### src/include/mips_consts.svh
`ifndef MIPS_CONSTS_SVH
`define MIPS_CONSTS_SVH

// datapath width in bits.
`define MIPS_XLEN 32

// architectural register count with register 0 reading as zero.
`define MIPS_NREGS 32

// data memory depth in words.
`define MIPS_DMEM_WORDS 64

// first fetch address after reset.
`define MIPS_RESET_PC 32'h0000_0000

`endif

### src/design/mips_regfile.sv
`timescale 1ns/1ns
`include "mips_consts.svh"

module mips_regfile #(
    parameter int AW = $clog2(`MIPS_NREGS)
) (
    input  logic                  i_clk,
    input  logic                  i_rst_n,
    input  logic [AW-1:0]         i_rs_addr,
    input  logic [AW-1:0]         i_rt_addr,
    input  logic                  i_wr_en,
    input  logic [AW-1:0]         i_wr_addr,
    input  logic [`MIPS_XLEN-1:0] i_wr_data,
    output logic [`MIPS_XLEN-1:0] o_rs_data,
    output logic [`MIPS_XLEN-1:0] o_rt_data
);

    logic [`MIPS_XLEN-1:0] regs [`MIPS_NREGS];

    always_ff @(posedge i_clk)
    begin
        if (!i_rst_n)
        begin
            for (int i = 0; i < `MIPS_NREGS; i++)
            begin
                regs[i] <= '0;
            end
        end
        else if (i_wr_en && (i_wr_addr != '0))
        begin
            regs[i_wr_addr] <= i_wr_data; // writes to r0 are dropped.
        end
    end

    assign o_rs_data = regs[i_rs_addr];
    assign o_rt_data = regs[i_rt_addr];

    // r0 storage stays zero across any write history.
    a_r0_zero: assert property (@(posedge i_clk) disable iff (!i_rst_n)
        (i_rs_addr == '0) |-> (o_rs_data == '0));

endmodule

### config.mk
export PLATFORM = sky130hd
export DESIGN_NAME = mips_regfile
export DESIGN_NICKNAME = d
export VERILOG_FILES = /design/src/design/mips_regfile.sv
export VERILOG_INCLUDE_DIRS = /design/src /design/src/include
export SDC_FILE = /design/constraint.sdc
export NUM_CORES = 2
export LEC_CHECK = 0
export ABC_CLOCK_PERIOD_IN_PS = 10570
export BUFFER_PORTS_ARGS = -buffer_cell sky130_fd_sc_hd__buf_4
export CORE_MARGIN = 2
export CORE_UTILIZATION = 29
export CTS_CLUSTER_DIAMETER = 120
export CTS_CLUSTER_SIZE = 16
export DETAILED_ROUTE_END_ITERATION = 16
export HOLD_SLACK_MARGIN = 0.15
export PLACE_DENSITY = 0.46
export SLEW_MARGIN = 20
export SYNTH_ARGS = -nofsm -noshare
export SYNTH_HDL_FRONTEND = slang
export SYNTH_SLANG_ARGS = --single-unit
### constraint.sdc
create_clock -name i_clk -period 10.57 [get_ports i_clk]
set_clock_uncertainty 0.1 [all_clocks]
set_input_delay 0.5285 -clock i_clk [delete_from_list [all_inputs] [get_ports i_clk]]
set_output_delay 0.5285 -clock i_clk [all_outputs]
set_load 0.01 [all_outputs]
==> reports/qor.yml <==
timing.hold.ws_ns: 0.223
cp-start-kind: "input pin"
slew_headroom_pct: 11.0
grt_pass1_vias: 37500
cts_sinks: 1024
postRouteAntennaNets: 0
regMostFlops: "regs"
row_count: 160
grt.total_usage_pct: 22.2
area_growth_syn_to_layout_pct: 10.1
wire_per_inst_um: 31.8
hold_buffers: 0
synth-seq-cells: 1024
first_pass_iters: 5
grt.overflow.total: 0
drive_above_1_share_pct: 8.47
crit_arrival_ns: 3.82
worstSetupPathType: "input pin to output port"
synth_top_family_by_area: "multiplexers"
top_regs: "regs x1024"
cts_tree: "built"
top_layer_used: "met5"
antenna_found_initial: 35
io-pin-count: 114
worst_slew_pin_slew_ns: 1.33
p_leak_nw: 23.1
route.detailed.drc: 0
synth_area_leader_cell: "edfxtp_1"
wl_met2_um: 107000
ir_drop_mv: 0.0914
dp_hpwl_um: 117000
ctsHtreeMaxLevel: 3
cts_resized: 0
hp-class: "input pin to flip-flop"
synth-simple-area-share_pct: 15.4
synth_area_sq_mm: 0.0557
grt_max_degree: 123
numCtsBuffers: 73
coreArea_sq_mm: 0.191
die_h_um: 442
synthAdderAreaFrac_pct: 0
die_area_sq_mm: 0.196
p_per_area_mw_per_mm2: 143
globalplace.congestion: 0.776
placement.io_buffers: 113
rsz0062_at_grt: "no"
crit_chain: "buf_8 -> buf_4 -> buf_12 -> mux2i_1 -> a22o_1 -> nor3_1 -> a31oi_1 -> nand3_1 -> buf_4"
route.met3.wl_um: 12200
postSynthCellCount: 4609
drt_iter0_markers: 4045
crit_top_cell: "buf_4"
yosys_warnings: 0
place_area_sq_mm: 0.0593
met1_length_um: 96200
post_synth_xor_area_fraction_pct: 0
cp_max_fo: 94
slowest_stage: "buf_4"
yosys-top-cells-count: "1024 x edfxtp_1, 1024 x mux2i_1, 994 x and2_1"
grt_pass1_wl_um: 306000
period_share_pct: 42.1
yosysSeqAreaShare_pct: 55.2
viasPerCell: 5.37
setup-tns-final_ns: 0
synth_area_leaders: "edfxtp_1 55%, mux2i_1 18%, and2_1 11%"
start_util_pct: 29.2
routed_wl_um: 223000
hold_violations: 0
vias: 37700
min_period_ns: 4.45
synth_edf_count: 1024
fin_nets: 4535
ys_types: 32
cts_setup_buffers: 0
largest_reg_flops: 1024
drv_cap: 0
synth_compound_area_share_pct: 7.32
muxShareOfSynthArea_pct: 18.4
worstPathRequired_ns: 9.94
fmax_mhz: 225
hp-start: "i_wr_data[5]"
synth_top_cell_area_share_pct: 55.2
synth_area_per_cell_sq_um: 12.1
clock_path_buffers: 3
clockRootBuffer: "clkbuf_16"
slowest_delay_ns: 0.68
synth-async-reset-ratio_pct: 0
holdPathEnd: "regs[10][5]"
hold_depth: 2
clkTransAtPathRegs_ns: 0.07
status: "finished clean"
ys.flop_type: "edfxtp_1"
endpoint_kind: "output port"
postLayoutCellArea_sq_mm: 0.0613
die_w_um: 442
setup_viol: 0
slew_violations: 0
==> layer usage <==
layer / track usage [%] / vias up
met1: 29.3 / 19600
met3: 2.80 / 288
met4: 7.96 / 2
met2: 37.1 / 1246
met5: 0 / -
li1: - / 16600
==> placed cells by master (no fill, tap or decap), types with 3 or more instances in the layout <==
cell type and count:
nor3_1 64, a22o_1 128, a21oi_1 192, mux2i_1 1024
edfxtp_1 1024, buf_12 11, and2_1 992, a31oi_1 64
buf_4 206, a22oi_1 192, conb_1 32, nor2b_4 4
nand2_1 194, nand2_2 3, clkbuf_16 77, nor2_4 33
nand3b_1 3, o21ai_4 31, diode_2 17, nand3_1 193
nand2b_2 3
==> report_power, final <==
part | internal, mW | total, mW | switching (mW)
combinational | 0.404 | 1.22 | 0.821
clock | 1.29 | 2.77 | 1.48
sequential | 4.69 | 4.80 | 0.115
==> worst max-delay path, delay by kind of cell <==
kind | cells | cell delay, ns
AOI/OAI and AO/OA | 2 | 0.43
muxes | 1 | 0.16
and+or+nand+nor | 2 | 0.57
buffers and inverters | 4 | 1.85
==> metrics by stage <==
step           total power [mW]  cells  setup WS (ns)  utilization [%]
2_1_floorplan              5.58   4640           6.59                -
3_3_place_gp               6.11   6920           6.05             31.1
6_report                   8.80   7017           6.12             32.2
5_1_grt                    9.04   7007           6.03             32.2
3_5_place_dp               6.11   6921           6.16             31.1
4_1_cts                    8.86   7000           6.14             32.2
==> layout make-up <==
class	count	area, sq um
clock inverter	2	17.5
sequential	1024	30700
clock buffer	77	1930
tap	2511	3140
inverter	1	3.75
multi-input combinational	3165	23600
fill	18800	129000
timing repair buffer	220	1820
antenna	17	42.5
==> kinds of logic after synthesis <==
logic type	after synthesis
AND/OR/NAND/NOR	1502
multiplexers	1024
flip-flops	1024
AO/OA/AOI/OAI	607
buffers and inverters	451
other	1
==> worst max path at each step <==
stage	startpoint	to	slack, ns	depth (start not counted)
final	i_rt_addr[1]	o_rt_data[0]	6.12	9
after global routing	i_rt_addr[1]	o_rt_data[7]	6.03	9
after CTS	i_rs_addr[1]	o_rs_data[17]	6.14	8
after detailed placement	i_rt_addr[1]	o_rt_data[31]	6.16	9
after global placement	i_rt_addr[1]	o_rt_data[7]	6.05	9
after floorplan	i_rst_n	regs[24][0]	6.59	4
No activity file was read; power rests on OpenSTA's default activity.
