===== config.mk =====
export PLATFORM = sky130hd
export DESIGN_NAME = mips_data_mem
export DESIGN_NICKNAME = d
export VERILOG_FILES = /design/src/design/mips_data_mem.sv
export VERILOG_INCLUDE_DIRS = /design/src /design/src/include
export SDC_FILE = /design/constraint.sdc
export NUM_CORES = 2
export LEC_CHECK = 0
export BUFFER_PORTS_ARGS = -buffer_cell sky130_fd_sc_hd__buf_4
export CORE_ASPECT_RATIO = 0.5
export CORE_MARGIN = 2
export CORE_UTILIZATION = 57
export DETAILED_ROUTE_END_ITERATION = 8
export GPL_ROUTABILITY_DRIVEN = 0
export PLACE_DENSITY = 0.84
export SETUP_SLACK_MARGIN = 0.3
export SYNTH_ARGS = -nofsm -noshare
export SYNTH_HDL_FRONTEND = slang
export SYNTH_SLANG_ARGS = --single-unit

===== constraint.sdc =====
create_clock -name i_clk -period 4.3 [get_ports i_clk]
set_input_delay 0.43 -clock i_clk [delete_from_list [all_inputs] [get_ports i_clk]]
set_output_delay 0.43 -clock i_clk [all_outputs]
set_load 0.02 [all_outputs]

===== src/include/mips_consts.svh =====
`ifndef MIPS_CONSTS_SVH
`define MIPS_CONSTS_SVH

// datapath width in bits.
`define MIPS_XLEN 32

// architectural register count with register 0 reading as zero.
`define MIPS_NREGS 32

// data memory depth in words.
`define MIPS_DMEM_WORDS 64

// first fetch address after reset.
`define MIPS_RESET_PC 32'h0000_0000

`endif


===== src/design/mips_data_mem.sv =====
`timescale 1ns/1ns
`include "mips_consts.svh"

module mips_data_mem #(
    parameter int AW = $clog2(`MIPS_DMEM_WORDS)
) (
    input  logic                  i_clk,
    input  logic                  i_rst_n,
    input  logic                  i_wr_en,
    input  logic [`MIPS_XLEN-1:0] i_addr,
    input  logic [`MIPS_XLEN-1:0] i_wr_data,
    output logic [`MIPS_XLEN-1:0] o_rd_data
);

    logic [`MIPS_XLEN-1:0] mem [`MIPS_DMEM_WORDS];
    logic [AW-1:0]         word_idx;

    assign word_idx = i_addr[AW+1:2]; // byte offset and upper bits ignored.

    always_ff @(posedge i_clk)
    begin
        if (!i_rst_n)
        begin
            for (int i = 0; i < `MIPS_DMEM_WORDS; i++)
            begin
                mem[i] <= '0;
            end
        end
        else if (i_wr_en)
        begin
            mem[word_idx] <= i_wr_data;
        end
    end

    assign o_rd_data = mem[word_idx];

endmodule


==> results.sh <==
export IMPL_setup_violations_final=0
export IMPL_synth_flop_cell="edfxtp_1"
export IMPL_multiInputGateArea_um2=29700
export IMPL_fp_dieH_um=290
export IMPL_syn2layout_area_growth_pct=10.8
export IMPL_groute_usage_overall_pct=33.6
export IMPL_grt_max_degree=81
export IMPL_criticalPathCategory="in -> out"
export IMPL_placed_area_um2=97800
export IMPL_irDropWorstVdd_mv=0.365
export IMPL_min_period_over_period_pct=96.5
export IMPL_start_kind="input port"
export IMPL_tightestPinTransition_ns=1.42
export IMPL_synth_warnings=0
export IMPL_overflow=0
export IMPL_num_vias=62700
export IMPL_synth_cell_area_um2=93300
export IMPL_cp_endpoint="o_rd_data[9]"
export IMPL_fin_nets=6796
export IMPL_fin_area_um2=103000
export IMPL_clkTransAtPathRegs_ns=0.07
export IMPL_synth_edff_count=2048
export IMPL_status="finished, final reports clean"
export IMPL_antenna_found_initial=23
export IMPL_drive_gt1_share_pct=15.1
export IMPL_synth_top_area_share_pct=65.9
export IMPL_htree_levels=4
export IMPL_nFillCells=10700
export IMPL_synth_cell_types=63
export IMPL_seq_area_um2=61500
export IMPL_ys_ff_latch=2048
export IMPL_syn_avg_cell_area_um2=13.5
export IMPL_tritoncts="built"
export IMPL_worstPathRequired_ns=3.87
export IMPL_drv_slew=0
export IMPL_cts_buffers=177
export IMPL_layout_commonest_cell="and2_1"
export IMPL_slew_headroom_pct=4.67
export IMPL_cp_end_kind="output port"
export IMPL_avgRoutedWirePerCell_um=31.4
export IMPL_grt_setup_unrepaired="yes"
export IMPL_first_global_vias=61300
export IMPL_largest_register_ffs=2048
export IMPL_synthCells=6913
export IMPL_cap_violations=0
export IMPL_period_minus_slack_ns=4.15
export IMPL_final_cell_mix="and2_1 (2049), edfxtp_1 (2048), a221oi_1 (416)"
export IMPL_syn_num_nets=6980
export IMPL_yosysSeqAreaShare_pct=65.9
export IMPL_synth_area_leader_cell="edfxtp_1"
export IMPL_cellPowerDensity_nw_per_um2=414
export IMPL_final_hold_viol_count=0
export IMPL_viasPerCell=6.92
export IMPL_die_area_um2=167000
export IMPL_async_flop_share_pct=0
export IMPL_synth_area_leaders="edfxtp_1 (66%), and2_1 (14%), a221oi_1 (3.9%)"
export IMPL_totalWireLength_um=284000
export IMPL_dpl_hpwl_um=166000
export IMPL_io_pins=99
export IMPL_cp_startpoint="i_addr[3]"
export IMPL_numPortBuffers=72
export IMPL_first_pass_iters=8
export IMPL_cp_max_fo=39
export IMPL_cts_hold_fix_buffers=0
export IMPL_p_leak_nw=35.4
export IMPL_final_antenna_net_count=0
export IMPL_drc=0
export IMPL_max_freq_mhz=241
export IMPL_hold_class="in -> reg"
export IMPL_rows=104
export IMPL_largest_register="mem"
export IMPL_timing_setup_tns_ns=0
export IMPL_cts_root_buf="clkbuf_16"
export IMPL_worstPathArrival_ns=3.72
export IMPL_start_util_pct=57.7
export IMPL_clockBufferDepth=3
export IMPL_die_w_um=576
export IMPL_grt_pass1_wl_um=410000
export IMPL_fp_coreArea_um2=162000
export IMPL_reg_top3="mem (2048)"
export IMPL_dr_first_iter_drc_count=11500
export IMPL_clkSinkCount=2048
[Yosys cell counts (all sizes together), types with 26 or more instances]
cell        n
a21o       26
a21oi      48
a221oi    416
a22oi     157
a31oi      27
and2     2052
and3       81
buf       168
clkbuf    626
edfxtp   2048
mux2      111
mux2i      97
mux4       84
nand2      98
nand3      27
nand3b     59
nand4      32
nor2       91
nor3       75
nor3b      95
nor4       27
o2111ai    26
o21ai     190
o22ai      91
[power by group]
group          switching, mW  internal (mW)
clock                   7.39           8.44
sequential             0.302           22.9
combinational           2.66           1.08
[layer usage]
metal  vias to the layer above  wire length [um]  GRT usage, %
met5                         -               135         0.227
met4                        16             16400          18.1
met3                       971             51300          13.1
met2                      5805            123000          48.8
met1                     30600             93300          43.5
li1                      25300                 -             -
[worst min path at each step]
| stage | start | endpoint | slack (ns) | cells past startpoint |
|---|---|---|---|---|
| finish | i_rst_n | mem[15][30] | 0.17 | 2 |
| global route | i_rst_n | mem[15][7] | 0.19 | 2 |
| floorplan | i_wr_data[10] | mem[5][10] | 0.89 | 2 |
| CTS | i_rst_n | mem[15][5] | 0.14 | 2 |
| detailed placement | i_rst_n | mem[15][30] | 1.01 | 2 |
| global placement | i_rst_n | mem[15][30] | 1.01 | 2 |
[cell families (layout without fill, tap and decap cells)]
group	after synthesis	in the layout	share of synthesized area (%)
muxes	292	292	4.41
and+or+nand+nor	2680	2680	17.6
other	0	13	0
AOI/OAI and AO/OA	1096	1096	8.73
buffers and inverters	797	753	3.38
DFF	2048	2048	65.9
[stage by stage]
stage               setup WS, ns  power [mW]  instances  utilization [%]  hold WS (ns)
floorplan                  0.113        25.5       6913                -         0.889
global placement           0.214        27.0       8723             60.5          1.01
detailed placement         0.145        27.2       8723             60.5          1.01
CTS                        0.308        42.5       9042             63.9         0.141
global route               0.290        43.6       9044             63.9         0.189
finish                     0.149        42.8       9055             64.0         0.170
[worst max-delay path: stages]
cell and delay, ns:
buf_8 0.22, and2_4 0.38, buf_4 0.29, a221oi_1 0.41
o22ai_1 0.20, a22oi_1 0.93, nand4_1 0.46, buf_4 0.31
[layout make-up]
class / count / area share [%]
Inverter: 3 / 0.0181
Multi-Input combinational cell: 4068 / 28.7
Tap cell: 2173 / 2.63
Clock buffer: 218 / 4.51
Sequential cell: 2048 / 59.4
Timing Repair Buffer: 431 / 3.80
Clock inverter: 101 / 0.833
Antenna cell: 13 / 0.0314
[timing repair]
item | 4_1_cts | 5_1_grt
buffers inserted | 0 | 0
pin swaps | 0 | 1
resized for setup | 5 | 17
endpoints found under the setup margin | 5 | 21
Power figures use the tool's default switching activity.
