## src/include/mips_consts.svh

```systemverilog
`ifndef MIPS_CONSTS_SVH
`define MIPS_CONSTS_SVH

// datapath width in bits.
`define MIPS_XLEN 32

// architectural register count with register 0 reading as zero.
`define MIPS_NREGS 32

// data memory depth in words.
`define MIPS_DMEM_WORDS 64

// first fetch address after reset.
`define MIPS_RESET_PC 32'h0000_0000

`endif

```

## src/design/mips_pkg.sv

```systemverilog
`include "mips_consts.svh"

package mips_pkg;

    typedef enum logic [5:0] {
        OP_RTYPE = 6'h00,
        OP_J     = 6'h02,
        OP_BEQ   = 6'h04,
        OP_BNE   = 6'h05,
        OP_ADDI  = 6'h08,
        OP_ADDIU = 6'h09,
        OP_ANDI  = 6'h0c,
        OP_ORI   = 6'h0d,
        OP_XORI  = 6'h0e,
        OP_LUI   = 6'h0f,
        OP_LW    = 6'h23,
        OP_SW    = 6'h2b
    } mips_opcode_e;

    typedef enum logic [5:0] {
        FN_SLL  = 6'h00,
        FN_SRL  = 6'h02,
        FN_ADD  = 6'h20,
        FN_ADDU = 6'h21,
        FN_SUB  = 6'h22,
        FN_SUBU = 6'h23,
        FN_AND  = 6'h24,
        FN_OR   = 6'h25,
        FN_XOR  = 6'h26,
        FN_NOR  = 6'h27,
        FN_SLT  = 6'h2a
    } mips_funct_e;

    typedef struct packed {
        logic         reg_dst;     // rd when set, rt otherwise.
        logic         reg_write;
        logic         alu_src_imm; // second operand is the immediate.
        logic         ext_sign;
        logic         mem_read;
        logic         mem_write;
        logic         mem_to_reg;
        logic         beq;
        logic         bne;
        logic         jump;
        mips_opcode_e alu_op;
    } mips_ctrl_t;

    typedef struct packed {
        logic                  valid;
        logic [4:0]            rd;
        logic [`MIPS_XLEN-1:0] data;
    } mips_wb_t;

endpackage

```

## src/design/mips_alu.sv

```systemverilog
`timescale 1ns/1ns
`include "mips_consts.svh"

module mips_alu
    import mips_pkg::*;
(
    input  logic [`MIPS_XLEN-1:0] i_op_a,
    input  logic [`MIPS_XLEN-1:0] i_op_b,
    input  mips_ctrl_t            i_ctrl,
    input  mips_funct_e           i_funct,
    input  logic [4:0]            i_shamt,
    output logic [`MIPS_XLEN-1:0] o_result,
    output logic                  o_zero
);

    logic slt;

    assign slt = ($signed(i_op_a) < $signed(i_op_b));

    always_comb
    begin
        case (i_ctrl.alu_op)
            OP_RTYPE:
            begin
                case (i_funct)
                    FN_SLL:          o_result = i_op_b << i_shamt;
                    FN_SRL:          o_result = i_op_b >> i_shamt; // logical.
                    FN_ADD, FN_ADDU: o_result = i_op_a + i_op_b;
                    FN_SUB, FN_SUBU: o_result = i_op_a - i_op_b;
                    FN_AND:          o_result = i_op_a & i_op_b;
                    FN_OR:           o_result = i_op_a | i_op_b;
                    FN_XOR:          o_result = i_op_a ^ i_op_b;
                    FN_NOR:          o_result = ~(i_op_a | i_op_b);
                    FN_SLT:          o_result = {{(`MIPS_XLEN-1){1'b0}}, slt};
                    default:         o_result = '0;
                endcase
            end
            OP_ADDI, OP_ADDIU, OP_LW, OP_SW:
            begin
                o_result = i_op_a + i_op_b; // no overflow trap.
            end
            OP_BEQ, OP_BNE:
            begin
                o_result = i_op_a - i_op_b;
            end
            OP_ANDI: o_result = i_op_a & i_op_b;
            OP_ORI:  o_result = i_op_a | i_op_b;
            OP_XORI: o_result = i_op_a ^ i_op_b;
            OP_LUI:  o_result = i_op_b << 16;
            default: o_result = '0;
        endcase
    end

    assign o_zero = (o_result == '0);

endmodule

```

## config.mk

```make
export PLATFORM = sky130hd
export DESIGN_NAME = mips_alu
export DESIGN_NICKNAME = d
export VERILOG_FILES = /design/src/design/mips_pkg.sv /design/src/design/mips_alu.sv
export VERILOG_INCLUDE_DIRS = /design/src /design/src/include
export SDC_FILE = /design/constraint.sdc
export NUM_CORES = 1
export LEC_CHECK = 0
export BUFFER_PORTS_ARGS = -buffer_cell sky130_fd_sc_hd__buf_4
export CORE_MARGIN = 2
export CORE_UTILIZATION = 45
export DETAILED_ROUTE_END_ITERATION = 10
export GPL_TIMING_DRIVEN = 0
export MAX_ROUTING_LAYER = met4
export PLACE_DENSITY_LB_ADDON = 0.12
export SLEW_MARGIN = 15
export SYNTH_ARGS = -nofsm -noshare
export SYNTH_HDL_FRONTEND = slang
export SYNTH_SLANG_ARGS = --single-unit
```

## constraint.sdc

```tcl
create_clock -name vclk -period 4.7
set_input_delay 0.47 -clock vclk [all_inputs]
set_output_delay 0.47 -clock vclk [all_outputs]
set_load 0.01 [all_outputs]
```

==> impl_metrics.yaml, run 1 <==
status:
  status: "complete, but fails checks"
  violations: "design-rule violations, negative setup slack"
drt:
  vias: 16560
  first_pass_iters: 11
  drt-wirelength-per-cell_um: 33.15
  via_per_inst: 7.620
  drt_iter0_markers: 3062
  routed_wl_um: 72030
  ant_nets: 0
  drc: 3
logic_synthesis:
  ys_types: 91
  syn_area_mm2: 0.01177
  syn_area_per_cell_um2: 6.917
  synthCells: 1702
  yosysSeqAreaShare_pct: 0
  yosys_warnings: 0
  syn_nets: 1896
worst_setup_path:
  required_ns: 4.23
  critical_path.endpoint_type: "output pin"
  path_max_fanout: 10
  crit_type: "input port to output pin"
  startpoint: "i_shamt[0]"
  worstPathArrival_ns: 4.67
  worst_setup_path_start_kind: "input port"
floorplan:
  core-area_mm2: 0.02584
  die_y_um: 165.7
  die_area_mm2: 0.02747
  io_pins: 124
  num_rows: 59
  start_util_pct: 45.56
  die_w_um: 165.7
timing:
  period_needed_ns: 5.138
  rsz0062_at_grt: "yes"
  setup_viol: 3
  hold_slack_ns: 1.611
  slew_headroom_pct: 12.50
  final-hold-violation-count: 0
  worst-slew-pin-transition_ns: 1.300
  slew_viol_final: 0
  max_freq_ghz: 0.1946
  setup_slack_ns: -0.4383
  period_share_pct: 109.3
placed_design:
  dp_cells: 2149
  place_area_mm2: 0.01304
  globalplace.congestion: 1.141
  hpwl_um: 56490
  io_buffer_count: 112
  pre_cts_ws_ns: -1.819
grt:
  grt_overflow: 0
  antenna_found_initial: 2
  grt_pass1_vias: 15140
  grt_pass1_wl_um: 102900
  grt_max_degree: 14
  track_usage_pct: 50.97
layout:
  fin_cells: 2173
  synthToLayoutAreaGrowth_pct: 19.28
  regArea_um2: 0
  fill_cells: 2615
  mostFrequentLayoutCell: "nand2_1"
  fin_nets: 2032
  seq_cells: 0
  clockBufferCount: 0
  drive_above_1_share_pct: 24.07
  stdcell_area_mm2: 0.01404
  final_cell_mix: "171 x nand2_1, 158 x buf_4, 138 x nor2_1"
min_path:
  hold_path.class: "input port to output pin"
  whs_path_depth: 6
  holdCritStartpoint: "i_op_a[30]"
run:
  drv_cap: 0
clock_network:
  cts_hold_buf: 0
worst max-delay path: stages:
cell and delay, ns:
buf_4 0.13, buf_6 0.22, buf_6 0.18, buf_6 0.19, buf_4 0.27, buf_4 0.27, clkbuf_4 0.29, o211ai_1 0.14
a31oi_1 0.29, mux2_2 0.26, a21oi_1 0.07, nand3_1 0.21, o221ai_1 0.23, a221oi_2 0.33, nand4b_1 0.16, or4bb_1 0.53
nor4_2 0.23, buf_4 0.16
cell type report:
cell class / instances / area, um2 / area share (%)
Antenna cell: 2 / 5.005 / 0.03564
Timing Repair Buffer: 142 / 1102 / 7.850
Inverter: 108 / 431.7 / 3.074
Multi-Input combinational cell: 1430 / 11090 / 78.97
Tap cell: 335 / 419.2 / 2.985
Buffer: 156 / 994.7 / 7.084
cell families (layout without fill, tap and decap cells):
family,Yosys count,count (layout),synth area share [%]
AO/OA/AOI/OAI,623,623,36.12
XOR/XNOR,13,13,0.9672
adder cells (fa/ha/maj),103,103,11.07
buffers and inverters,272,406,10.02
multiplexers,151,151,19.78
other,0,2,0
AND/OR/NAND/NOR,540,540,22.03
cell usage after synthesis (all sizes together), types with 21 or more instances:
cell type	number	area share [%]
inv	106	3.4
a21oi	110	4.7
a31oi	22	1.2
mux4	60	12
mux2i	59	5.0
nor4	21	1.2
a211oi	43	2.7
nor3	39	1.7
nand3	35	1.5
mux2	32	3.1
o211ai	44	2.8
o22ai	28	1.5
o21ai	136	5.8
nand2	172	5.5
ha	101	11
o221ai	22	1.6
clkbuf	91	2.9
nor2	143	4.6
buf	73	3.7
metrics by stage:
stage,setup TNS [ns],util [%]
2_1_floorplan,0,-
3_3_place_gp,-11.40,50.44
3_5_place_dp,-10.76,50.46
4_1_cts,-0.2893,53.39
5_1_grt,-0.5873,54.35
6_report,-0.6260,54.35
what timing repair did:
action | in CTS | in global routing
pin swaps | 22 | 10
hold endpoints to repair | 0 | 0
setup buffers | 20 | 10
cloned | 0 | 0
endpoints found under the setup margin | 22 | 6
gates resized for setup | 171 | 51
per-layer routing:
| metal | share of wire, % | track usage, % | vias to the layer above |
|---|---|---|---|
| met5 | 0 | - | - |
| met4 | 8.5 | 28.88 | 0 |
| met3 | 15 | 15.63 | 431 |
| met2 | 40 | 72.81 | 1623 |
| met1 | 36 | 63.60 | 7723 |
| li1 | - | - | 6782 |
path summary, 6_finish.rpt:
path,end,slack (ns)
min,o_result[31],1.61
max,o_zero,-0.44
==> inputs of run 2 (changes only) <==
--- a/config.mk
+++ b/config.mk
@@ -6,14 +6,13 @@
 export SDC_FILE = /design/constraint.sdc
 export NUM_CORES = 1
 export LEC_CHECK = 0
-export BUFFER_PORTS_ARGS = -buffer_cell sky130_fd_sc_hd__buf_4
+export BUFFER_PORTS_ARGS = -buffer_cell sky130_fd_sc_hd__buf_2
 export CORE_MARGIN = 2
 export CORE_UTILIZATION = 45
 export DETAILED_ROUTE_END_ITERATION = 10
 export GPL_TIMING_DRIVEN = 0
 export MAX_ROUTING_LAYER = met4
 export PLACE_DENSITY_LB_ADDON = 0.12
-export SLEW_MARGIN = 15
 export SYNTH_ARGS = -nofsm -noshare
 export SYNTH_HDL_FRONTEND = slang
 export SYNTH_SLANG_ARGS = --single-unit
==> constraint.sdc (replaced) <==
create_clock -name vclk -period 4.3
set_input_delay 0.43 -clock vclk [all_inputs]
set_output_delay 0.43 -clock vclk [all_outputs]
set_load 0.01 [all_outputs]
==> impl_metrics.yaml, run 2 (synthesized netlist as in run 1, its figures left out) <==
placed_design:
  globalplace.congestion: 1.153
  hpwl_um: 56870
  io_buffer_count: 112
  place_area_mm2: 0.01280
drt:
  drc: 0
  routed_wl_um: 73010
  via_per_inst: 7.667
  ant_nets: 0
  drt_iter0_markers: 2835
  vias: 16650
  drt-wirelength-per-cell_um: 33.61
  first_pass_iters: 8
timing:
  setup_viol: 6
  setup_slack_ns: -0.9567
  worst-slew-pin-transition_ns: 1.408
  slew_headroom_pct: 5.389
  slew_viol_final: 0
  period_needed_ns: 5.257
  final-hold-violation-count: 0
  max_freq_ghz: 0.1902
  period_share_pct: 122.2
  rsz0062_at_grt: "yes"
  hold_slack_ns: 1.588
floorplan:
  num_rows: 59
  start_util_pct: 45.56
  io_pins: 124
  core-area_mm2: 0.02584
  die_w_um: 165.7
  die_area_mm2: 0.02747
  die_y_um: 165.7
grt:
  grt_max_degree: 13
  grt_pass1_wl_um: 103600
  grt_pass1_vias: 15120
  grt_overflow: 0
  antenna_found_initial: 3
  track_usage_pct: 51.44
layout:
  fill_cells: 2604
  seq_cells: 0
  final_cell_mix: "171 x nand2_1, 138 x nor2_1, 133 x buf_2"
  clockBufferCount: 0
  multi_input_area_mm2: 0.01120
  regArea_um2: 0
  synthToLayoutAreaGrowth_pct: 17.43
  mostFrequentLayoutCell: "nand2_1"
  stdcell_area_mm2: 0.01382
  drive_above_1_share_pct: 24.34
  fin_nets: 2028
power_and_ir_drop:
  switchingPower_w: 0.001274
  switching_share_pct: 64.98
  p_per_area_mw_per_mm2: 141.8
  p_int_w: 0.0006864
  combinationalPowerShare_pct: 100.0
  ir_worst_vdd_mv: 0.09643
  p_leak_nw: 5.559
  seqPwrFrac_pct: 0
  pwr-share-clk_pct: 0
worst_setup_path:
  path_cells: "buf_2 > buf_6 > buf_6 > nand2b_1 > o22ai_1 > a311oi_2 > o32ai_1 > nor3_1 > a21oi_1 > or4_4 > or4_4 > nor4_4 > nand4bb_1 > nor4_4 > buf_2"
  cp_slowest_cell: "or4_4"
  cp-endpoint: "o_zero"
  crit_type: "input port to output pin"
  required_ns: 3.87
  cpPeakStageDelay_ns: 0.58
  critical_path.endpoint_type: "output pin"
  worstPathArrival_ns: 4.83
  worst_setup_path_start_kind: "input port"
  path_max_fanout: 10
  startpoint: "i_shamt[0]"
run:
  drv_cap: 0
status:
  violations: "negative setup slack"
  status: "complete, but fails checks"
min_path:
  hold_path.class: "input port to output pin"
==> run 2: worst min-delay path by stage <==
stage          startpoint           end  slack, ns  cells after the start
5_1_grt         i_op_a[1]   o_result[1]       1.62                      5
3_3_place_gp    i_op_a[1]   o_result[1]       1.53                      5
4_1_cts         i_op_a[1]   o_result[1]       1.56                      5
3_5_place_dp    i_op_a[1]   o_result[1]       1.55                      5
6_report       i_op_a[30]  o_result[31]       1.59                      6
2_1_floorplan  i_shamt[4]   o_result[0]       1.09                      3
==> run 2: final cells by class <==
| class | instances | area share [%] |
|---|---|---|
| tap | 335 | 3.032 |
| buffer | 160 | 7.349 |
| multi-input combinational | 1430 | 81.01 |
| inverter | 108 | 3.014 |
| timing repair buffer | 134 | 5.503 |
| antenna | 5 | 0.09051 |
==> run 2: power groups by stage <==
stage          combinational, W  sequential [W]        clock [W]
2_1_floorplan           0.00107               0                0
3_3_place_gp            0.00168               0                0
3_5_place_dp            0.00168               0                0
4_1_cts                 0.00180               0                0
5_1_grt                 0.00201               0  0.0000000000144
6_report                0.00196               0  0.0000000000122
==> run 2: routing by layer <==
| metal | global-route usage [%] | up-vias | routed length (um) |
|---|---|---|---|
| li1 | - | 6756 | - |
| met1 | 65.00 | 7783 | 26850 |
| met2 | 72.25 | 1695 | 29060 |
| met3 | 16.92 | 419 | 11490 |
| met4 | 27.83 | 0 | 5609 |
| met5 | - | - | 0 |
==> run 2: through the flow <==
step	utilization (%)	TNS [ns]	setup WS (ns)	total power [W]	std cells
after CTS	52.57	-0.9269	-0.6847	0.001804	2165
after global routing	53.49	-1.933	-0.8847	0.002013	2170
after floorplan	-	0	0.01446	0.001069	1702
after detailed placement	49.55	-12.50	-1.989	0.001678	2149
final	53.51	-2.036	-0.9567	0.001960	2172
after global placement	49.55	-12.54	-1.951	0.001676	2149
==> run 2: critical path, delay by kind of cell <==
kind | cells | cell delay [ns]
AND/OR/NAND/NOR | 7 | 2.59
buffers and inverters | 4 | 0.71
AO/OA/AOI/OAI | 4 | 1.08
==> run 2: what timing repair did <==
action                     CTS  global route
hold buffers                 0             0
buffers inserted            19             3
pin swaps                   24            17
gates resized for setup    165            68
setup endpoints to repair   23            13
No activity file was read; power rests on OpenSTA's default activity.
