===== config.mk =====
export PLATFORM = sky130hd
export DESIGN_NAME = mips_control
export DESIGN_NICKNAME = d
export VERILOG_FILES = /design/src/design/mips_pkg.sv /design/src/design/mips_control.sv
export VERILOG_INCLUDE_DIRS = /design/src /design/src/include
export SDC_FILE = /design/constraint.sdc
export NUM_CORES = 1
export LEC_CHECK = 0
export BUFFER_PORTS_ARGS = -buffer_cell sky130_fd_sc_hd__buf_2
export CORE_AREA = 2 2 39 41
export DETAILED_ROUTE_END_ITERATION = 8
export DIE_AREA = 0 0 41 43
export GPL_ROUTABILITY_DRIVEN = 0
export PLACE_DENSITY = 0.62
export SYNTH_ARGS = -nofsm -noshare
export SYNTH_HDL_FRONTEND = slang
export SYNTH_SLANG_ARGS = --single-unit

===== constraint.sdc =====
create_clock -name vclk -period 0.8
set_input_delay 0.04 -clock vclk [all_inputs]
set_output_delay 0.04 -clock vclk [all_outputs]
set_load 0.005 [all_outputs]

===== src/include/mips_consts.svh =====
`ifndef MIPS_CONSTS_SVH
`define MIPS_CONSTS_SVH

// datapath width in bits.
`define MIPS_XLEN 32

// architectural register count with register 0 reading as zero.
`define MIPS_NREGS 32

// data memory depth in words.
`define MIPS_DMEM_WORDS 64

// first fetch address after reset.
`define MIPS_RESET_PC 32'h0000_0000

`endif


===== src/design/mips_pkg.sv =====
`include "mips_consts.svh"

package mips_pkg;

    typedef enum logic [5:0] {
        OP_RTYPE = 6'h00,
        OP_J     = 6'h02,
        OP_BEQ   = 6'h04,
        OP_BNE   = 6'h05,
        OP_ADDI  = 6'h08,
        OP_ADDIU = 6'h09,
        OP_ANDI  = 6'h0c,
        OP_ORI   = 6'h0d,
        OP_XORI  = 6'h0e,
        OP_LUI   = 6'h0f,
        OP_LW    = 6'h23,
        OP_SW    = 6'h2b
    } mips_opcode_e;

    typedef enum logic [5:0] {
        FN_SLL  = 6'h00,
        FN_SRL  = 6'h02,
        FN_ADD  = 6'h20,
        FN_ADDU = 6'h21,
        FN_SUB  = 6'h22,
        FN_SUBU = 6'h23,
        FN_AND  = 6'h24,
        FN_OR   = 6'h25,
        FN_XOR  = 6'h26,
        FN_NOR  = 6'h27,
        FN_SLT  = 6'h2a
    } mips_funct_e;

    typedef struct packed {
        logic         reg_dst;     // rd when set, rt otherwise.
        logic         reg_write;
        logic         alu_src_imm; // second operand is the immediate.
        logic         ext_sign;
        logic         mem_read;
        logic         mem_write;
        logic         mem_to_reg;
        logic         beq;
        logic         bne;
        logic         jump;
        mips_opcode_e alu_op;
    } mips_ctrl_t;

    typedef struct packed {
        logic                  valid;
        logic [4:0]            rd;
        logic [`MIPS_XLEN-1:0] data;
    } mips_wb_t;

endpackage


===== src/design/mips_control.sv =====
`timescale 1ns/1ns

module mips_control
    import mips_pkg::*;
(
    input  mips_opcode_e i_instr_code,
    input  logic         i_live,
    output mips_ctrl_t   o_ctrl,
    output logic         o_unknown_command
);

    always_comb
    begin
        o_ctrl            = '0;
        o_ctrl.alu_op     = i_instr_code; // the alu decodes the opcode itself.
        o_unknown_command = 1'b0;

        case (i_instr_code)
            OP_RTYPE:
            begin
                o_ctrl.reg_dst   = 1'b1;
                o_ctrl.reg_write = i_live;
            end
            OP_ADDI, OP_ADDIU:
            begin
                o_ctrl.reg_write   = i_live;
                o_ctrl.alu_src_imm = 1'b1;
                o_ctrl.ext_sign    = 1'b1;
            end
            OP_ANDI, OP_ORI, OP_XORI, OP_LUI:
            begin
                o_ctrl.reg_write   = i_live;
                o_ctrl.alu_src_imm = 1'b1; // zero extended.
            end
            OP_LW:
            begin
                o_ctrl.reg_write   = i_live;
                o_ctrl.alu_src_imm = 1'b1;
                o_ctrl.ext_sign    = 1'b1;
                o_ctrl.mem_read    = i_live;
                o_ctrl.mem_to_reg  = i_live;
            end
            OP_SW:
            begin
                o_ctrl.alu_src_imm = 1'b1;
                o_ctrl.ext_sign    = 1'b1;
                o_ctrl.mem_write   = i_live;
            end
            OP_J:
            begin
                o_ctrl.jump = i_live;
            end
            OP_BEQ:
            begin
                o_ctrl.ext_sign = 1'b1;
                o_ctrl.beq      = i_live;
            end
            OP_BNE:
            begin
                o_ctrl.ext_sign = 1'b1;
                o_ctrl.bne      = i_live;
            end
            default:
            begin
                o_unknown_command = 1'b1; // cop0 and anything else lands here.
            end
        endcase
    end

endmodule


==> insert_results.sql, run 1 <==
INSERT INTO impl_metrics (metric_group, metric, value, unit) VALUES
('finish', 'layout.cells.most_common_list', '19 x buf_2, 12 x buf_4, 5 x nor2_1', ''),
('timing', 'final_max_slew_viol_count', '0', ''),
('logic_synthesis', 'avgSynthCellArea', '6.85', 'sq um'),
('drt', 'finalWirelength', '859', 'um'),
('finish', 'post_layout_nonfiller_instances', '81', ''),
('worst_setup_path', 'startpoint_type', 'primary input', ''),
('pwr', 'leak_pwr', '0.247', 'nW'),
('die', 'fp.dieArea', '0.00176', 'sq mm'),
('logic_synthesis', 'synth.net_count', '45', ''),
('worst_hold_path', 'hold_path.class', 'in -> out', ''),
('logic_synthesis', 'synth.yosys.seq_area_share', '0', ''),
('logic_synthesis', 'synthesis.area', '260', 'sq um'),
('timing', 'layout_worst_path_cycle_share', '1.06', ''),
('finish', 'layout.cells.most_common', 'buf_2', ''),
('global_route', 'globalRouteTotalUtil', '0.0969', ''),
('die', 'fp.dieH', '43', 'um'),
('worst_setup_path', 'path_max_fanout', '2', ''),
('finish', 'layout-drive-gt1-share', '0.692', ''),
('worst_hold_path', 'min_delay_path_depth', '3', ''),
('finish', 'layout.clock_buffers', '0', ''),
('drt', 'drt-initial-drc-count', '3', ''),
('worst_setup_path', 'critical_setup_path_kind', 'in -> out', ''),
('worst_setup_path', 'cp_data_arrival_time', '810', 'ps'),
('finish', 'register_area', '0', 'sq um'),
('timing', 'tightestPinTransition', '247', 'ps'),
('logic_synthesis', 'synth_xor_xnor_area_share', '0.0337', ''),
('die', 'num_io_pins', '24', ''),
('finish', 'nFlopsAndLatches', '0', ''),
('timing', 'number_of_failing_hold_endpoints_at_the_final_stage', '0', ''),
('placement', 'place.port_buffers', '24', ''),
('pwr', 'power-per-cell-area', '423', 'mW/mm^2'),
('finish', 'fillers', '159', ''),
('timing', 'fin_ws', '-50.5', 'ps'),
('placement', 'dp_cell_count', '80', ''),
('drt', 'first_pass_iters', '2', ''),
('logic_synthesis', 'yosys_warnings', '0', ''),
('die', 'start_util', '0.188', ''),
('pwr', 'ir_worst_vdd', '0.0926', 'mV'),
('finish', 'final_nets', '74', ''),
('timing', 'timing.max_slew.rel_slack', '0.835', ''),
('die', 'die_width', '41', 'um'),
('finish', 'insertedDiodeCount', '0', ''),
('drt', 'drc', '0', ''),
('die', 'core_region_area', '0.00138', 'sq mm'),
('logic_synthesis', 'compound_cell_area_share_of_the_yosys_netlist', '0.178', ''),
('global_route', 'grt.overflow.total', '0', ''),
('die', 'num_rows', '14', ''),
('global_route', 'antenna_violations_before_repair', '0', ''),
('logic_synthesis', 'share_of_synthesized_area_spent_on_multiplexers', '0', ''),
('global_route', 'grt_pass1_wl', '1300', 'um'),
('logic_synthesis', 'synth_simple_gate_area_frac', '0.486', ''),
('run', 'max_cap_viol_count', '0', ''),
('timing', 'finalSetupViolCount', '5', ''),
('worst_setup_path', 'required', '760', 'ps'),
('run_status', 'violations_in_the_final_reports', 'setup timing', ''),
('logic_synthesis', 'post_synth_inst_count', '38', ''),
('global_route', 'grt_start_max_net_pins', '7', ''),
('drt', 'avgViaCountPerCell', '4.30', ''),
('global_route', 'first_global_vias', '322', ''),
('timing', 'finalWorstPathRequiredPeriod', '850', 'ps'),
('finish', 'area_delta_synth_final', '87.5', '%'),
('timing', 'setup_repair_after_global_routing_missed_its_margin', 'yes', ''),
('drt', 'ant_nets', '0', ''),
('worst_setup_path', 'critPathCaptureType', 'primary output', ''),
('pwr', 'power.total', '0.206', 'mW'),
('logic_synthesis', 'largest_family_of_logic_cells_by_synthesized_area', 'simple AND/OR/NAND/NOR gates', ''),
('drt', 'detail_route.wl_per_cell', '10.6', 'um'),
('run_status', 'run_status', 'complete, but fails checks', ''),
('logic_synthesis', 'synthAdderAreaFrac', '0', ''),
('logic_synthesis', 'synth_cell_type_count', '20', ''),
('placement', 'dp_hpwl', '728', 'um'),
('drt', 'detailroute.via_count', '348', ''),
('timing', 'max_freq', '1180', 'MHz');
-- worst paths after layout --
kind / slack [ps] / to / startpoint
max: -50 / o_ctrl[14] / i_live
min: 390 / o_ctrl[0] / i_instr_code[0]
-- worst max-delay path: stages --
cell and delay (ps):
buf_6 90, nor2b_4 110, buf_4 120, buf_4 120, o2111ai_1 100, o31ai_1 100
buf_2 130
-- power breakdown --
part	internal (mW)	total, mW	switching, mW
Clock	0	0	0
Combinational	0.118	0.206	0.0885
Sequential	0	0	0
Total	0.118	0.206	0.0885
-- per-layer routing --
layer / GRT usage / part of all wire / wire [um]
met2: 0.172 / 0.52 / 450
met5: 0 / 0 / 0
met3: 0 / 0.035 / 30
met1: 0.133 / 0.44 / 378
met4: 0 / 0 / 0
-- cell type report --
| class | count | area (sq um) | share of cell area |
|---|---|---|---|
| multi-input combinational | 27 | 208 | 0.426 |
| inverter | 2 | 7.51 | 0.0154 |
| tap | 16 | 20.0 | 0.0410 |
| timing repair buffer | 36 | 253 | 0.518 |
-- cells in the mapped netlist (2+ instances only) --
master,n,area (sq um)
nor3b_1,2,15.0
nand3_1,2,10.0
buf_4,8,60.1
nand2_1,3,11.3
a21oi_1,3,15.0
nor2_1,5,18.8
inv_1,2,7.51
-- through the flow --
step / worst slack [ps] / area (sq um) / util / setup TNS [ps] / hold slack (ps)
CTS: -47.2 / 455 / 0.329 / -138 / 383
detailed placement: -88.1 / 412 / 0.297 / -475 / 431
floorplan: 43.8 / 260 / - / 0 / 104
finish: -50.5 / 488 / 0.353 / -145 / 387
global placement: -84.7 / 412 / 0.297 / -431 / 421
global route: -117 / 488 / 0.353 / -815 / 404
-- timing repair --
| item | CTS | global route |
|---|---|---|
| setup endpoints to repair | 10 | 11 |
| resized for setup | 11 | 6 |
| setup buffers | 0 | 1 |
| hold buffers | 0 | 0 |
| pin swaps | 6 | 4 |
-- kinds of logic (layout without fill, tap and decap cells) --
| kind of cell | Yosys count | in the layout |
|---|---|---|
| buffers and inverters | 11 | 38 |
| AOI/OAI and AO/OA | 6 | 6 |
| xor gates and xnor gates | 1 | 1 |
| and+or+nand+nor | 20 | 20 |
No activity file was read; power rests on OpenSTA's default activity.
==> run 2: changes to the inputs <==
--- a/config.mk
+++ b/config.mk
@@ -11,7 +11,7 @@
 export DETAILED_ROUTE_END_ITERATION = 8
 export DIE_AREA = 0 0 41 43
 export GPL_ROUTABILITY_DRIVEN = 0
-export PLACE_DENSITY = 0.62
+export PLACE_DENSITY = 0.6
 export SYNTH_ARGS = -nofsm -noshare
 export SYNTH_HDL_FRONTEND = slang
 export SYNTH_SLANG_ARGS = --single-unit
==> constraint.sdc (replaced) <==
create_clock -name vclk -period 0.9
set_input_delay 0.045 -clock vclk [all_inputs]
set_output_delay 0.045 -clock vclk [all_outputs]
set_load 0.005 [all_outputs]
==> run 2 against run 1 <==
  * The flow now finishes without violations
  * Via count down 2.0%
  * Cell area decreased by 13%
  * Final cell count fell by 6.2%
  * Wire length fell by 10%
==> insert_results.sql, run 2 (synthesis gave the netlist of run 1 again) <==
INSERT INTO impl_metrics (metric_group, metric, value, unit) VALUES
('drt', 'ant_nets', '0', ''),
('worst_setup_path', 'worst_path_dominant_cell_family', 'simple AND/OR/NAND/NOR gates', ''),
('global_route', 'grt.overflow.total', '0', ''),
('worst_setup_path', 'startpoint_type', 'primary input', ''),
('global_route', 'grt_pass1_wl', '1150', 'um'),
('timing', 'number_of_failing_hold_endpoints_at_the_final_stage', '0', ''),
('pwr', 'power.total', '0.159', 'mW'),
('worst_setup_path', 'cp.depth', '5', ''),
('pwr', 'leak_pwr', '0.215', 'nW'),
('worst_setup_path', 'worstSetupStartpoint', 'i_instr_code[3]', ''),
('timing', 'finalSetupViolCount', '0', ''),
('finish', 'register_area', '0', 'sq um'),
('finish', 'insertedDiodeCount', '0', ''),
('finish', 'layout.clock_buffers', '0', ''),
('pwr', 'power.share.clock', '0', ''),
('worst_setup_path', 'worst_setup_path_endpoint', 'o_unknown_command', ''),
('worst_setup_path', 'required', '850', 'ps'),
('drt', 'finalWirelength', '773', 'um'),
('run', 'max_cap_viol_count', '0', ''),
('timing', 'setup_repair_after_global_routing_missed_its_margin', 'yes', ''),
('run_status', 'run_status', 'finished clean', ''),
('finish', 'final_nets', '69', ''),
('worst_setup_path', 'critical_setup_path_kind', 'in -> out', ''),
('pwr', 'power-per-cell-area', '374', 'mW/mm^2'),
('timing', 'timing.max_slew.rel_slack', '0.856', ''),
('placement', 'dp_hpwl', '653', 'um'),
('pwr', 'ir_worst_vdd', '0.0808', 'mV'),
('die', 'fp.dieArea', '0.00176', 'sq mm'),
('worst_setup_path', 'worst-path-buf-inv', '2', ''),
('timing', 'max_freq', '1140', 'MHz'),
('worst_setup_path', 'crit_chain', 'buf_4 -> or3_4 -> o2111ai_2 -> nand2_1 -> buf_2', ''),
('pwr', 'p_int', '0.0849', 'mW'),
('drt', 'detail_route.wl_per_cell', '10.2', 'um'),
('finish', 'layout.cells.most_common', 'buf_2', ''),
('pwr', 'swShare', '0.467', ''),
('die', 'start_util', '0.188', ''),
('worst_setup_path', 'critPathCaptureType', 'primary output', ''),
('drt', 'first_pass_iters', '4', ''),
('timing', 'layout_worst_path_cycle_share', '0.971', ''),
('die', 'fp.dieH', '43', 'um'),
('finish', 'nFlopsAndLatches', '0', ''),
('worst_setup_path', 'critical_path.max_stage_delay', '370', 'ps'),
('global_route', 'grt_start_max_net_pins', '8', ''),
('finish', 'area_delta_synth_final', '63.5', '%'),
('pwr', 'combPwrFrac', '1.000', ''),
('drt', 'drc', '0', ''),
('global_route', 'antenna_violations_before_repair', '0', ''),
('timing', 'tightestPinTransition', '215', 'ps'),
('die', 'num_rows', '14', ''),
('global_route', 'first_global_vias', '288', ''),
('global_route', 'globalRouteTotalUtil', '0.0869', ''),
('placement', 'place.port_buffers', '24', ''),
('finish', 'layout-drive-gt1-share', '0.633', ''),
('drt', 'drt-initial-drc-count', '4', ''),
('timing', 'final_max_slew_viol_count', '0', ''),
('finish', 'layout.cells.most_common_list', '19 x buf_2, 9 x buf_4, 5 x nor2_1', ''),
('worst_setup_path', 'path_max_fanout', '4', ''),
('pwr', 'power.sequential.fraction', '0', ''),
('die', 'num_io_pins', '24', ''),
('die', 'core_region_area', '0.00138', 'sq mm'),
('clocking', 'hold_buffers', '0', ''),
('drt', 'avgViaCountPerCell', '4.49', ''),
('drt', 'detailroute.via_count', '341', ''),
('timing', 'finalSetupTns', '0', 'ps'),
('worst_setup_path', 'cp_data_arrival_time', '830', 'ps'),
('worst_setup_path', 'crit_slowest_cell', 'or3_4', ''),
('timing', 'finalWorstPathRequiredPeriod', '874', 'ps'),
('worst_hold_path', 'hold_path.class', 'in -> out', ''),
('die', 'die_width', '41', 'um'),
('clocking', 'cts_post_setup_buffers_inserted', '0', ''),
('pwr', 'power.switching', '0.0743', 'mW');
-- run 2: cell types whose count changed in the layout (fill, tap and decap cells not counted) --
cell	before	now
nand3_2	1	0
buf_4	12	9
nor3_2	1	0
buf_8	3	1
nor3_1	0	1
nand3_1	1	2
-- run 2: power groups by stage --
stage                     clock [mW]  combinational (mW)  sequential [mW]
after detailed placement           0               0.140                0
final                              0               0.159                0
after floorplan                    0              0.0794                0
after global placement             0               0.138                0
after global routing               0               0.176                0
after CTS                          0               0.142                0
-- run 2: metrics by stage --
step / hold slack [ps] / setup WS, ps / utilization / instances / cell area (sq um)
after floorplan: 114 / 134 / - / 38 / 260
after global placement: 368 / 5.55 / 0.276 / 76 / 382
after detailed placement: 375 / 3.27 / 0.276 / 76 / 382
final: 331 / 25.8 / 0.307 / 76 / 425
after global routing: 343 / -33.4 / 0.307 / 76 / 425
after CTS: 377 / 6.81 / 0.278 / 76 / 384
-- run 2: per-layer routing --
layer	GRT usage	vias to the layer above	share of wire
met1	0.120	159	0.39
met2	0.153	10	0.53
li1	-	172	-
met5	0	-	0
met3	0	0	0.075
met4	0	0	0
-- run 2: layout make-up --
class | instances | area [sq um]
Inverter | 2 | 7.51
Timing Repair Buffer | 31 | 200
Tap cell | 16 | 20.0
Multi-Input combinational cell | 27 | 198
Fill cell | 153 | 958
-- run 2: worst min-delay path by stage --
stage	startpoint	to	slack (ps)	cells after the start
2_1_floorplan	i_instr_code[1]	o_ctrl[15]	110	1
3_3_place_gp	i_instr_code[1]	o_ctrl[1]	370	2
3_5_place_dp	i_instr_code[4]	o_ctrl[13]	370	3
4_1_cts	i_instr_code[1]	o_ctrl[1]	380	2
5_1_grt	i_instr_code[4]	o_ctrl[13]	340	3
6_report	i_instr_code[4]	o_ctrl[13]	330	3
-- run 2: timing repair --
| action | in CTS | in global routing |
|---|---|---|
| resized for setup | 1 | 12 |
| gates cloned | 0 | 0 |
| setup endpoints to repair | 1 | 8 |
| pin swaps | 1 | 3 |
